==> src/backend_pkg.sv <==
`default_nettype none

package backend_pkg;

    localparam int PIPE_WIDTH = 3;

    typedef logic [31:0] bus32_t;
    typedef logic [4:0] reg_addr_t;

    typedef enum logic [3:0] {
        ALU_ADD,
        ALU_SUB,
        ALU_AND,
        ALU_OR,
        ALU_XOR,
        ALU_LUI,
        ALU_BEQ,
        ALU_BNE,
        ALU_B,
        ALU_RDCNT,
        ALU_NOP
    } alu_op_t;

    typedef struct packed {
        logic valid;
        bus32_t pc;
        alu_op_t alu_op;
        reg_addr_t rj;
        reg_addr_t rk;
        reg_addr_t rd;
        logic we;
        bus32_t imm;
        logic src2_is_imm;
    } id_dispatch_t;

    typedef struct packed {
        logic valid;
        bus32_t pc;
        alu_op_t alu_op;
        reg_addr_t rd;
        logic we;
        bus32_t src1;
        bus32_t src2;
        bus32_t imm;
    } dispatch_ex_t;

    typedef struct packed {
        logic valid;
        logic we;
        reg_addr_t rd;
        bus32_t data;
    } pipeline_push_forward_t;

    typedef struct packed {
        logic valid;
        bus32_t pc;
        logic we;
        reg_addr_t rd;
        bus32_t data;
    } commit_t;

    typedef struct packed {
        logic valid;
        bus32_t pc;
        logic taken;
        bus32_t target;
    } branch_update_t;

endpackage

`default_nettype wire
==> src/backend_top.sv <==
`default_nettype none

module backend_top #(
    parameter int PIPE_W = backend_pkg::PIPE_WIDTH,
    parameter int CNT_WIDTH = 64
) (
    input  wire logic                     clk,
    input  wire logic                     rst_i,

    // from instruction buffer
    input  wire backend_pkg::bus32_t      pc_i,
    input  wire backend_pkg::bus32_t      inst_i,
    input  wire logic                     valid_i,

    output backend_pkg::commit_t          commit_o,
    output backend_pkg::bus32_t           new_pc_o,
    output logic                          branch_flush_o,
    output backend_pkg::branch_update_t   update_info_o,
    output logic [PIPE_W-1:0]             flush_o
);

    backend_pkg::id_dispatch_t dispatch_rec;
    backend_pkg::dispatch_ex_t ex_rec;
    backend_pkg::commit_t mem_rec;
    backend_pkg::pipeline_push_forward_t ex_pf;
    backend_pkg::pipeline_push_forward_t wb_pf;
    backend_pkg::bus32_t branch_target;

    backend_pkg::reg_addr_t [1:0] rf_raddr;
    backend_pkg::bus32_t [1:0] rf_rdata;
    logic rf_we;
    backend_pkg::reg_addr_t rf_waddr;
    backend_pkg::bus32_t rf_wdata;

    decoder u_decoder (
        .clk        (clk),
        .rst_i      (rst_i),
        .flush_i    (flush_o[0]),
        .pc_i       (pc_i),
        .inst_i     (inst_i),
        .valid_i    (valid_i),
        .dispatch_o (dispatch_rec)
    );

    dispatch u_dispatch (
        .clk        (clk),
        .rst_i      (rst_i),
        .flush_i    (flush_o[1]),
        .dispatch_i (dispatch_rec),
        .ex_pf_i    (ex_pf),
        .wb_pf_i    (wb_pf),
        .rdata_i    (rf_rdata),
        .raddr_o    (rf_raddr),
        .ex_o       (ex_rec)
    );

    execute #(
        .CNT_WIDTH (CNT_WIDTH)
    ) u_execute (
        .clk             (clk),
        .rst_i           (rst_i),
        .ex_i            (ex_rec),
        .mem_o           (mem_rec),
        .ex_pf_o         (ex_pf),
        .branch_flush_o  (branch_flush_o),
        .branch_target_o (branch_target),
        .update_info_o   (update_info_o)
    );

    wb u_wb (
        .clk      (clk),
        .rst_i    (rst_i),
        .wb_i     (mem_rec),
        .commit_o (commit_o),
        .wb_pf_o  (wb_pf)
    );

    ctrl #(
        .PIPE_W (PIPE_W)
    ) u_ctrl (
        .branch_flush_i  (branch_flush_o),
        .branch_target_i (branch_target),
        .commit_i        (commit_o),
        .flush_o         (flush_o),
        .new_pc_o        (new_pc_o),
        .we_o            (rf_we),
        .waddr_o         (rf_waddr),
        .wdata_o         (rf_wdata)
    );

    regs_file u_regs_file (
        .clk     (clk),
        .we_i    (rf_we),
        .waddr_i (rf_waddr),
        .wdata_i (rf_wdata),
        .raddr_i (rf_raddr),
        .rdata_o (rf_rdata)
    );

endmodule

`default_nettype wire

==> src/regs_file.sv <==
`default_nettype none

module regs_file (
    input  wire logic                          clk,
    input  wire logic                          we_i,
    input  wire backend_pkg::reg_addr_t        waddr_i,
    input  wire backend_pkg::bus32_t           wdata_i,
    input  wire backend_pkg::reg_addr_t [1:0]  raddr_i,
    output backend_pkg::bus32_t [1:0]          rdata_o
);

    backend_pkg::bus32_t regs [32];

    always_ff @(posedge clk) begin
        if (we_i && waddr_i != '0) begin
            regs[waddr_i] <= wdata_i;
        end
    end

    for (genvar i = 0; i < 2; i++) begin : g_rd
        always_comb begin
            if (raddr_i[i] == '0) begin
                rdata_o[i] = '0;
            end else if (we_i && waddr_i == raddr_i[i]) begin
                // same-cycle write passes through
                rdata_o[i] = wdata_i;
            end else begin
                rdata_o[i] = regs[raddr_i[i]];
            end
        end
    end

endmodule

`default_nettype wire

==> src/ctrl.sv <==
`default_nettype none

module ctrl #(
    parameter int PIPE_W = 3
) (
    input  wire logic                  branch_flush_i,
    input  wire backend_pkg::bus32_t   branch_target_i,
    input  wire backend_pkg::commit_t  commit_i,
    output logic [PIPE_W-1:0]          flush_o,
    output backend_pkg::bus32_t        new_pc_o,
    output logic                       we_o,
    output backend_pkg::reg_addr_t     waddr_o,
    output backend_pkg::bus32_t        wdata_o
);

    // kill the input slot and the decoder register, upper bits stay reserved
    assign flush_o = (branch_flush_i) ? {{(PIPE_W-2){1'b0}}, 2'b11} : '0;
    assign new_pc_o = branch_target_i;

    assign we_o = commit_i.valid && commit_i.we;
    assign waddr_o = commit_i.rd;
    assign wdata_o = commit_i.data;

endmodule

`default_nettype wire

==> src/wb.sv <==
`default_nettype none

module wb (
    input  wire logic                    clk,
    input  wire logic                    rst_i,
    input  wire backend_pkg::commit_t    wb_i,
    output backend_pkg::commit_t         commit_o,
    output backend_pkg::pipeline_push_forward_t wb_pf_o
);

    // view of the registered execute result, two instructions back
    assign wb_pf_o.valid = wb_i.valid;
    assign wb_pf_o.we = wb_i.we;
    assign wb_pf_o.rd = wb_i.rd;
    assign wb_pf_o.data = wb_i.data;

    always_ff @(posedge clk) begin
        if (rst_i) begin
            commit_o.valid <= 1'b0;
        end else begin
            commit_o.valid <= wb_i.valid;
        end
        commit_o.pc <= wb_i.pc;
        commit_o.we <= wb_i.we;
        commit_o.rd <= wb_i.rd;
        commit_o.data <= wb_i.data;
    end

endmodule

`default_nettype wire

==> src/execute.sv <==
`default_nettype none

module execute #(
    parameter int CNT_WIDTH = 64
) (
    input  wire logic                         clk,
    input  wire logic                         rst_i,
    input  wire backend_pkg::dispatch_ex_t    ex_i,
    output backend_pkg::commit_t              mem_o,
    output backend_pkg::pipeline_push_forward_t ex_pf_o,
    output logic                              branch_flush_o,
    output backend_pkg::bus32_t               branch_target_o,
    output backend_pkg::branch_update_t       update_info_o
);

    logic [CNT_WIDTH-1:0] stable_cnt;
    backend_pkg::bus32_t result;
    logic is_branch;
    logic taken;

    // free running, read by rdcntvl.w
    always_ff @(posedge clk) begin
        if (rst_i) begin
            stable_cnt <= '0;
        end else begin
            stable_cnt <= stable_cnt + 1'b1;
        end
    end

    always_comb begin
        case (ex_i.alu_op)
            backend_pkg::ALU_ADD:   result = ex_i.src1 + ex_i.src2;
            backend_pkg::ALU_SUB:   result = ex_i.src1 - ex_i.src2;
            backend_pkg::ALU_AND:   result = ex_i.src1 & ex_i.src2;
            backend_pkg::ALU_OR:    result = ex_i.src1 | ex_i.src2;
            backend_pkg::ALU_XOR:   result = ex_i.src1 ^ ex_i.src2;
            backend_pkg::ALU_LUI:   result = ex_i.imm;
            backend_pkg::ALU_RDCNT: result = stable_cnt[31:0];
            default:                result = '0;
        endcase
    end

    always_comb begin
        is_branch = 1'b1;
        case (ex_i.alu_op)
            backend_pkg::ALU_BEQ: taken = (ex_i.src1 == ex_i.src2);
            backend_pkg::ALU_BNE: taken = (ex_i.src1 != ex_i.src2);
            backend_pkg::ALU_B:   taken = 1'b1;
            default: begin
                is_branch = 1'b0;
                taken = 1'b0;
            end
        endcase
    end

    assign branch_target_o = ex_i.pc + ex_i.imm;
    assign branch_flush_o = ex_i.valid && taken;

    assign update_info_o.valid = ex_i.valid && is_branch;
    assign update_info_o.pc = ex_i.pc;
    assign update_info_o.taken = taken;
    assign update_info_o.target = branch_target_o;

    // distance-1 bypass straight from the ALU
    assign ex_pf_o.valid = ex_i.valid;
    assign ex_pf_o.we = ex_i.we;
    assign ex_pf_o.rd = ex_i.rd;
    assign ex_pf_o.data = result;

    always_ff @(posedge clk) begin
        if (rst_i) begin
            mem_o.valid <= 1'b0;
        end else begin
            mem_o.valid <= ex_i.valid;
        end
        mem_o.pc <= ex_i.pc;
        mem_o.we <= ex_i.we;
        mem_o.rd <= ex_i.rd;
        mem_o.data <= result;
    end

endmodule

`default_nettype wire

==> src/dispatch.sv <==
`default_nettype none

module dispatch (
    input  wire logic                                clk,
    input  wire logic                                rst_i,
    input  wire logic                                flush_i,
    input  wire backend_pkg::id_dispatch_t           dispatch_i,
    input  wire backend_pkg::pipeline_push_forward_t ex_pf_i,
    input  wire backend_pkg::pipeline_push_forward_t wb_pf_i,
    input  wire backend_pkg::bus32_t [1:0]           rdata_i,
    output backend_pkg::reg_addr_t [1:0]             raddr_o,
    output backend_pkg::dispatch_ex_t                ex_o
);

    backend_pkg::bus32_t op_a;
    backend_pkg::bus32_t op_b;

    function automatic logic fwd_hit(
        input backend_pkg::pipeline_push_forward_t pf,
        input backend_pkg::reg_addr_t idx
    );
        return pf.valid && pf.we && (pf.rd != '0) && (pf.rd == idx);
    endfunction

    // youngest producer wins
    function automatic backend_pkg::bus32_t pick(
        input backend_pkg::reg_addr_t idx,
        input backend_pkg::bus32_t rf_val,
        input backend_pkg::pipeline_push_forward_t ex_pf,
        input backend_pkg::pipeline_push_forward_t wb_pf
    );
        if (fwd_hit(ex_pf, idx)) begin
            return ex_pf.data;
        end else if (fwd_hit(wb_pf, idx)) begin
            return wb_pf.data;
        end
        return rf_val;
    endfunction

    assign raddr_o[0] = dispatch_i.rj;
    assign raddr_o[1] = dispatch_i.rk;

    assign op_a = pick(dispatch_i.rj, rdata_i[0], ex_pf_i, wb_pf_i);
    assign op_b = pick(dispatch_i.rk, rdata_i[1], ex_pf_i, wb_pf_i);

    always_ff @(posedge clk) begin
        if (rst_i || flush_i) begin
            ex_o.valid <= 1'b0;
        end else begin
            ex_o.valid <= dispatch_i.valid;
        end
        ex_o.pc <= dispatch_i.pc;
        ex_o.alu_op <= dispatch_i.alu_op;
        ex_o.rd <= dispatch_i.rd;
        ex_o.we <= dispatch_i.we;
        ex_o.src1 <= op_a;
        ex_o.src2 <= (dispatch_i.src2_is_imm) ? dispatch_i.imm : op_b;
        ex_o.imm <= dispatch_i.imm;
    end

endmodule

`default_nettype wire

==> src/decoder.sv <==
`default_nettype none

module decoder (
    input  wire logic                      clk,
    input  wire logic                      rst_i,
    input  wire logic                      flush_i,
    input  wire backend_pkg::bus32_t       pc_i,
    input  wire backend_pkg::bus32_t       inst_i,
    input  wire logic                      valid_i,
    output backend_pkg::id_dispatch_t      dispatch_o
);

    // opcode fields, 3R ops are matched on inst[31:15]
    localparam logic [16:0] OP_ADD_W   = 17'h00020;
    localparam logic [16:0] OP_SUB_W   = 17'h00022;
    localparam logic [16:0] OP_AND     = 17'h00029;
    localparam logic [16:0] OP_OR      = 17'h0002a;
    localparam logic [16:0] OP_XOR     = 17'h0002b;
    localparam logic [9:0]  OP_ADDI_W  = 10'h00a;
    localparam logic [6:0]  OP_LU12I_W = 7'h0a;
    localparam logic [5:0]  OP_BEQ     = 6'h16;
    localparam logic [5:0]  OP_BNE     = 6'h17;
    localparam logic [5:0]  OP_B       = 6'h14;
    localparam logic [21:0] OP_RDCNT   = 22'h000018;

    backend_pkg::id_dispatch_t dec;

    always_comb begin
        dec.valid = valid_i;
        dec.pc = pc_i;
        dec.alu_op = backend_pkg::ALU_NOP;
        dec.rj = inst_i[9:5];
        dec.rk = inst_i[14:10];
        dec.rd = inst_i[4:0];
        dec.we = 1'b0;
        dec.imm = {{20{inst_i[21]}}, inst_i[21:10]};
        dec.src2_is_imm = 1'b0;

        if (inst_i[31:15] == OP_ADD_W) begin
            dec.alu_op = backend_pkg::ALU_ADD;
            dec.we = 1'b1;
        end else if (inst_i[31:15] == OP_SUB_W) begin
            dec.alu_op = backend_pkg::ALU_SUB;
            dec.we = 1'b1;
        end else if (inst_i[31:15] == OP_AND) begin
            dec.alu_op = backend_pkg::ALU_AND;
            dec.we = 1'b1;
        end else if (inst_i[31:15] == OP_OR) begin
            dec.alu_op = backend_pkg::ALU_OR;
            dec.we = 1'b1;
        end else if (inst_i[31:15] == OP_XOR) begin
            dec.alu_op = backend_pkg::ALU_XOR;
            dec.we = 1'b1;
        end else if (inst_i[31:22] == OP_ADDI_W) begin
            dec.alu_op = backend_pkg::ALU_ADD;
            dec.we = 1'b1;
            dec.src2_is_imm = 1'b1;
        end else if (inst_i[31:25] == OP_LU12I_W) begin
            dec.alu_op = backend_pkg::ALU_LUI;
            dec.we = 1'b1;
            dec.imm = {inst_i[24:5], 12'b0};
            dec.src2_is_imm = 1'b1;
        end else if (inst_i[31:26] == OP_BEQ || inst_i[31:26] == OP_BNE) begin
            dec.alu_op = (inst_i[26]) ? backend_pkg::ALU_BNE : backend_pkg::ALU_BEQ;
            // second compare operand lives in the rd field
            dec.rk = inst_i[4:0];
            dec.imm = {{14{inst_i[25]}}, inst_i[25:10], 2'b00};
        end else if (inst_i[31:26] == OP_B) begin
            dec.alu_op = backend_pkg::ALU_B;
            dec.imm = {{4{inst_i[9]}}, inst_i[9:0], inst_i[25:10], 2'b00};
        end else if (inst_i[31:10] == OP_RDCNT && inst_i[9:5] == 5'd0) begin
            dec.alu_op = backend_pkg::ALU_RDCNT;
            dec.we = 1'b1;
        end
    end

    always_ff @(posedge clk) begin
        if (rst_i || flush_i) begin
            dispatch_o.valid <= 1'b0;
        end else begin
            dispatch_o.valid <= dec.valid;
        end
        dispatch_o.pc <= dec.pc;
        dispatch_o.alu_op <= dec.alu_op;
        dispatch_o.rj <= dec.rj;
        dispatch_o.rk <= dec.rk;
        dispatch_o.rd <= dec.rd;
        dispatch_o.we <= dec.we;
        dispatch_o.imm <= dec.imm;
        dispatch_o.src2_is_imm <= dec.src2_is_imm;
    end

endmodule

`default_nettype wire

==> config.mk <==
export PLATFORM = sky130hd
export DESIGN_NAME = backend_top
export DESIGN_NICKNAME = d
export VERILOG_FILES = /design/src/backend_pkg.sv /design/src/backend_top.sv /design/src/regs_file.sv /design/src/ctrl.sv /design/src/wb.sv /design/src/execute.sv /design/src/dispatch.sv /design/src/decoder.sv
export SDC_FILE = /design/constraint.sdc
export NUM_CORES = 2
export LEC_CHECK = 0
export CAP_MARGIN = 20
export CORE_MARGIN = 2
export CORE_UTILIZATION = 30
export DETAILED_ROUTE_END_ITERATION = 12
export DONT_BUFFER_PORTS = 1
export GPL_ROUTABILITY_DRIVEN = 0
export GPL_TIMING_DRIVEN = 0
export HOLD_SLACK_MARGIN = 0.1
export PLACE_DENSITY = 0.49
export SYNTH_ARGS = -nofsm -noshare
export SYNTH_HDL_FRONTEND = slang
export SYNTH_SLANG_ARGS = --single-unit
==> constraint.sdc <==
create_clock -name clk -period 4.55 [get_ports clk]
set_input_delay 0.6825 -clock clk [delete_from_list [all_inputs] [get_ports clk]]
set_output_delay 0.6825 -clock clk [all_outputs]
set_load 0.02 [all_outputs]
Yosys cells after proc, flatten, opt, wreduce, memory -nomap -nowiden. Memory sizes are Yosys's and may differ from the RTL's. A register that Yosys moved wholly into a read port is not among the register bits. Cells that the tools add are included.

Register bits: 431. RAM bits: 1024. Input bits: 67. Output and inout port bits: 173. Word-level logic and storage cells: 150. Memories: 1.

Add/subtract/negate cells: 4. Equality and inequality tests: 28. Multiplexer cells: 53. Bitwise operators: 3. Reductions and logical operators: 30.

Memory list: u_regs_file.regs (depth 32, bits a word 32, rd ports 2, clocked after memory_dff 2, wr ports 1, line regs_file.sv:12) `backend_pkg::bus32_t regs [32];`.

Operators with widths (number): two-way mux 32 bit (15); case mux 32 bit (7 select lines) (1); two-way mux 33 bit (5); == test 17 x 6 -> 1 bit, second input constant (5); adder 32 bit (2); adder 64 x 1 -> 64 bit, second input constant (1); two-way mux 5 bit (8); AND 32 bit (1); == test 32 bit (1); inequality test 32 bit (1); bitwise OR 32 bit (1); subtractor 32 bit (1); bitwise XOR 32 bit (1); == test 5 bit (6); == test 22 x 5 -> 1 bit, second input constant (1); == test 6 x 5 -> 1 bit, second input constant (3); == test 4 x 3 -> 1 bit, second input constant (4); logical AND 1 bit (15); logical NOT 5 bit (3); nonzero test 5 bit (3); two-way mux 1 bit (14); == test 10 x 4 -> 1 bit, second input constant (1); two-way mux 2 bit (5); two-way mux 3 bit (3); 13 further kinds (17).

Logic depth before layout (Yosys ltp).
Depth after elaboration: 11. Depth in mapped cells: 13. Gate-level depth less buffers: 13.

Cells and area by module. From an unflattened synthesis, not the netlist that was laid out.

Cell total of the unflattened synthesis: 4683. Area, all modules: 67662.4 um2.

By module, submodules not included: regs_file (times used 1, cells each 2551, area an instance 47884.7 um2, sequential area each 30749.5 um2); execute (times used 1, cells each 1285, area an instance 10010.9 um2, sequential area each 2062.0 um2); dispatch (times used 1, cells each 446, area an instance 4956.0 um2, sequential area each 2782.7 um2); decoder (times used 1, cells each 216, area an instance 2532.4 um2, sequential area each 1721.7 um2); wb (times used 1, cells each 111, area an instance 1727.9 um2, sequential area each 1421.4 um2); ctrl (times used 1, cells each 74, area an instance 550.5 um2, sequential area each 0.0 um2).

Least setup slack after synthesis. Ideal clock, no wire load.

Path kind: register to output. From: reg u_dispatch.ex_o[106] (netlist name). To: out update_info_o[30] (netlist name). Data arrival time: 3.347 ns. Data required time: 3.868 ns. Path slack: 0.521 ns. Cell stages (with the launch flop): 14. Buffers on the path: 1. Cell sequence: dfxtp_1 > ha_1 > inv_1 > fa_1 > nor2b_1 > o31a_1 > o21ai_1 > a211o_1 > a31oi_1 > a31oi_1 > o21ai_1 > nor4_1 > nor3_1 > buf_4.

Longest elaborated chain between the ends: 1.

Ends and longest elaborated chain: start, declared (line dispatch.sv:12) `output backend_pkg::dispatch_ex_t ex_o`; adder 32 bit (line execute.sv:56) `assign branch_target_o = ex_i.pc + ex_i.imm;`; end, declared (line backend_top.sv:18) `output backend_pkg::branch_update_t update_info_o,`.

Every way passes these cells.

Worst setup path in the final report.
From: reg u_decoder.dispatch_o[44] (netlist name). To: reg u_dispatch.ex_o[87] (netlist name).

Longest elaborated chain between the ends: 5. Elaborated cells between the ends (all ways): 13. Classes of those cells: eq/ne (3); mux (6); reduce/logical (4).

Ends and longest elaborated chain: start, declared (line decoder.sv:10) `output backend_pkg::id_dispatch_t dispatch_o`; == test 5 bit, on equally long branches (line regs_file.sv:24, dispatch.sv:22); logical AND 1 bit, on equally long branches (line regs_file.sv:24, dispatch.sv:22); two-way mux 32 bit or two-way mux 1 bit (tied branches) (line regs_file.sv:24, dispatch.sv:34); two-way mux 32 bit or two-way mux 1 bit (tied branches) (line regs_file.sv:22, dispatch.sv:32); two-way mux 32 bit * (line dispatch.sv:37) `return rf_val;`; via u_dispatch.op_a[23] (line dispatch.sv:15) `backend_pkg::bus32_t op_a;`.

Mark *: on every way through the listed nets, which the timed path passes. The rest lies on a longest branch. A chain may end at the register's enable or synchronous reset.

==> results.sh <==
export IMPL_core_area_um2=222000
export IMPL_yosysWarnings=0
export IMPL_ir_drop_mv=0.292
export IMPL_worstReg2RegEnd="u_dispatch.ex_o[87]"
export IMPL_clkTransAtPathRegs_ps=60
export IMPL_p_leak_nw=26.9
export IMPL_status="complete, but fails checks"
export IMPL_holdPathEnd="u_decoder.dispatch_o[17]"
export IMPL_path_class="reg -> reg"
export IMPL_clock_skew_ps=62.8
export IMPL_yosysTopAreaCellShare=0.459
export IMPL_start_kind="flop"
export IMPL_mostFrequentLayoutCells="1024 x edfxtp_1, 638 x mux4_2, 370 x dfxtp_1, 213 x nor2_1, 180 x nand2_1"
export IMPL_synth_ff_type="edfxtp_1"
export IMPL_hold_path_class="in -> reg"
export IMPL_synthSimpleGateAreaFrac=0.0502
export IMPL_stdcell_count=7722
export IMPL_synth_fa_ha_area_frac=0.0263
export IMPL_setup_viol=3
export IMPL_synth_top_family_by_area="multiplexers"
export IMPL_drive_gt1_frac=0.279
export IMPL_clock_latency_ps=850
export IMPL_first_pass_iters=6
export IMPL_vias_per_cell=5.77
export IMPL_violations="negative setup slack"
export IMPL_finalMaxSlewViolations=0
export IMPL_die_x_um=476
export IMPL_drt_iter0_drc=6097
export IMPL_layout_setup_ws_ps=-45.0
export IMPL_synth_compound_area_frac=0.0729
export IMPL_multiInputGateArea_um2=26600
export IMPL_grt_pass1_vias=43600
export IMPL_rows=173
export IMPL_io_pins=240
export IMPL_postRouteAntennaNets=0
export IMPL_rrSetupSlack_ps=-50
export IMPL_rsz0062_at_grt="yes"
export IMPL_power_density_nw_per_um2=420
export IMPL_synth_top_area_cell="edfxtp_1"
export IMPL_slew_headroom=0.145
export IMPL_synth_top_cells_by_area="edfxtp_1 46%, mux4_2 21%, dfxtp_1 12%"
export IMPL_drc=0
export IMPL_fill_cells=21100
export IMPL_clock_sinks=1423
export IMPL_slowest_stage="mux2i_1"
export IMPL_reg2reg_from="u_decoder.dispatch_o[44]"
export IMPL_crit_required_ps=5250
export IMPL_synth_cells=4266
export IMPL_fmax_ghz=0.218
export IMPL_hp_start="inst_i[24]"
export IMPL_tightest_slew_ps=1280
export IMPL_synthToLayoutAreaGrowth_pct=18.0
export IMPL_ys_ff_latch=1423
export IMPL_grt_total_usage=0.227
export IMPL_hold_violations=0
export IMPL_cts_buffers=154
export IMPL_initial_core_util=0.302
export IMPL_startpoint="u_decoder.dispatch_o[44]"
export IMPL_grt_max_degree=36
export IMPL_path_cells="buf_2 > clkbuf_1 > buf_2 > mux4_2 > mux4_2 > mux2i_1 > a211oi_1 > a221o_1"
export IMPL_placed_area_um2=73100
export IMPL_die_h_um=476
export IMPL_clk_path_buf_depth=3
export IMPL_fin_area_um2=79000
export IMPL_crit_fanout=10
export IMPL_synthArstFlopShare=0
export IMPL_holdPathStages=2
export IMPL_ff2ff_path_depth=8
export IMPL_dp_hpwl_um=192000
export IMPL_synth_xor_area_frac=0.0110
export IMPL_routed_wl_um=264000
export IMPL_vias=44600
export IMPL_synth_cell_types=101
export IMPL_post_place_cells=7378
export IMPL_antenna_found_initial=13
export IMPL_avgSynthCellArea_um2=15.7
export IMPL_root_buffer="clkbuf_16"
export IMPL_fin_nets=4834
export IMPL_overflow=0
export IMPL_synthMuxAreaShare=0.227
export IMPL_pre_cts_ws_ps=-372
export IMPL_worst_setup_path_end_kind="flop"
export IMPL_setup_tns_ps=-126
export IMPL_regArea_um2=38800
export IMPL_finalCritPeriodShare=1.01
export IMPL_synth_edf_count=1024
export IMPL_yosysSeqAreaShare=0.578
export IMPL_cts_tree="built"
export IMPL_min_period_ps=4600
export IMPL_cts_max_level=4
export IMPL_buffer_ports_inserted=0
export IMPL_worst_ep_arrival_time_ps=5290
export IMPL_drt_wirelength_per_cell_um=34.1
export IMPL_maxCapViolCount=0
export IMPL_grt_pass1_wl_um=360000
export IMPL_synth_area_um2=67000
export IMPL_fp_dieArea_um2=227000
export IMPL_final_common_cell="edfxtp_1"
export IMPL_critPathMaxStageDelay_ps=780
-- critical path, delay by kind of cell, from the launching register on --
family                 cells  cell delay (ps)
AOI/OAI and AO/OA          2              490
buffers and inverters      3             1650
DFF                        1              450
muxes                      3             1830
-- cells in the mapped netlist (62+ instances only) --
| library cell | instances |
|---|---|
| o21ai_0 | 113 |
| a211oi_1 | 62 |
| edfxtp_1 | 1024 |
| buf_4 | 86 |
| ha_1 | 136 |
| mux2i_1 | 69 |
| dfxtp_1 | 399 |
| clkbuf_1 | 121 |
| mux4_2 | 638 |
| nand2_1 | 180 |
| inv_1 | 131 |
| buf_2 | 83 |
| nor2_1 | 245 |
| a21oi_1 | 182 |
-- cells by family after synthesis --
kind of cell,count (synthesis)
DFF,1423
muxes,719
AOI/OAI and AO/OA,710
and+or+nand+nor,705
buffers and inverters,485
adders and majority gates,139
xor gates and xnor gates,84
other,1
-- cell type report --
class / count / area share
Sequential cell: 1423 / 0.491
Multi-Input combinational cell: 2390 / 0.337
Clock buffer: 206 / 0.0531
Tap cell: 2975 / 0.0471
Timing Repair Buffer: 176 / 0.0344
Buffer: 347 / 0.0231
Clock inverter: 64 / 0.00819
Inverter: 136 / 0.00646
Antenna cell: 5 / 0.000158
-- how the worst max path moves through the flow --
| stage | to | slack [ps] | depth (start not counted) |
|---|---|---|---|
| 2_1_floorplan | update_info_o[30] | 520 | 13 |
| 5_1_grt | update_info_o[27] | -80 | 11 |
| 3_3_place_gp | u_regs_file.regs[26][25] | -2080 | 4 |
| 4_1_cts | update_info_o[29] | -20 | 11 |
| 6_report | u_dispatch.ex_o[87] | -50 | 8 |
| 3_5_place_dp | update_info_o[30] | -370 | 13 |
-- report_power, final --
part	leakage [nW]	internal (mW)	switching, mW
combinational	11.8	1.95	3.25
clock	2.38	6.95	5.42
sequential	12.7	14.7	0.921
total	26.9	23.6	9.59
-- metrics by stage --
stage / power [mW] / util / hold WS, ps
after global placement: 20.6 / 0.319 / 310
final: 33.2 / 0.356 / 137
after floorplan: 18.7 / - / 310
after CTS: 33.2 / 0.355 / 112
after detailed placement: 20.8 / 0.329 / 312
after global routing: 34.2 / 0.356 / 129
-- registers in the layout, indices dropped and copies added, names as in the netlist --
register and count:
u_decoder.dispatch_o 86, u_regs_file.regs 1024, u_execute.mem_o 71, u_wb.commit_o 71, u_execute.stable_cnt 32, u_dispatch.ex_o 139
-- layer usage --
layer | global-route usage | vias to the layer above | part of all wire
li1 | - | 17800 | -
met1 | 0.302 | 23400 | 0.40
met2 | 0.358 | 2797 | 0.46
met3 | 0.0525 | 525 | 0.098
met4 | 0.0910 | 2 | 0.045
met5 | 0 | - | 0.000049
-- timing repair --
item | 4_1_cts | 5_1_grt
endpoints found under the hold margin | 81 | 0
hold buffers | 59 | 0
pin swaps | 15 | 8
buffers inserted | 6 | 3
endpoints found under the setup margin | 38 | 23
resized for setup | 39 | 38
Note: power is estimated with default switching activity, not from simulation.
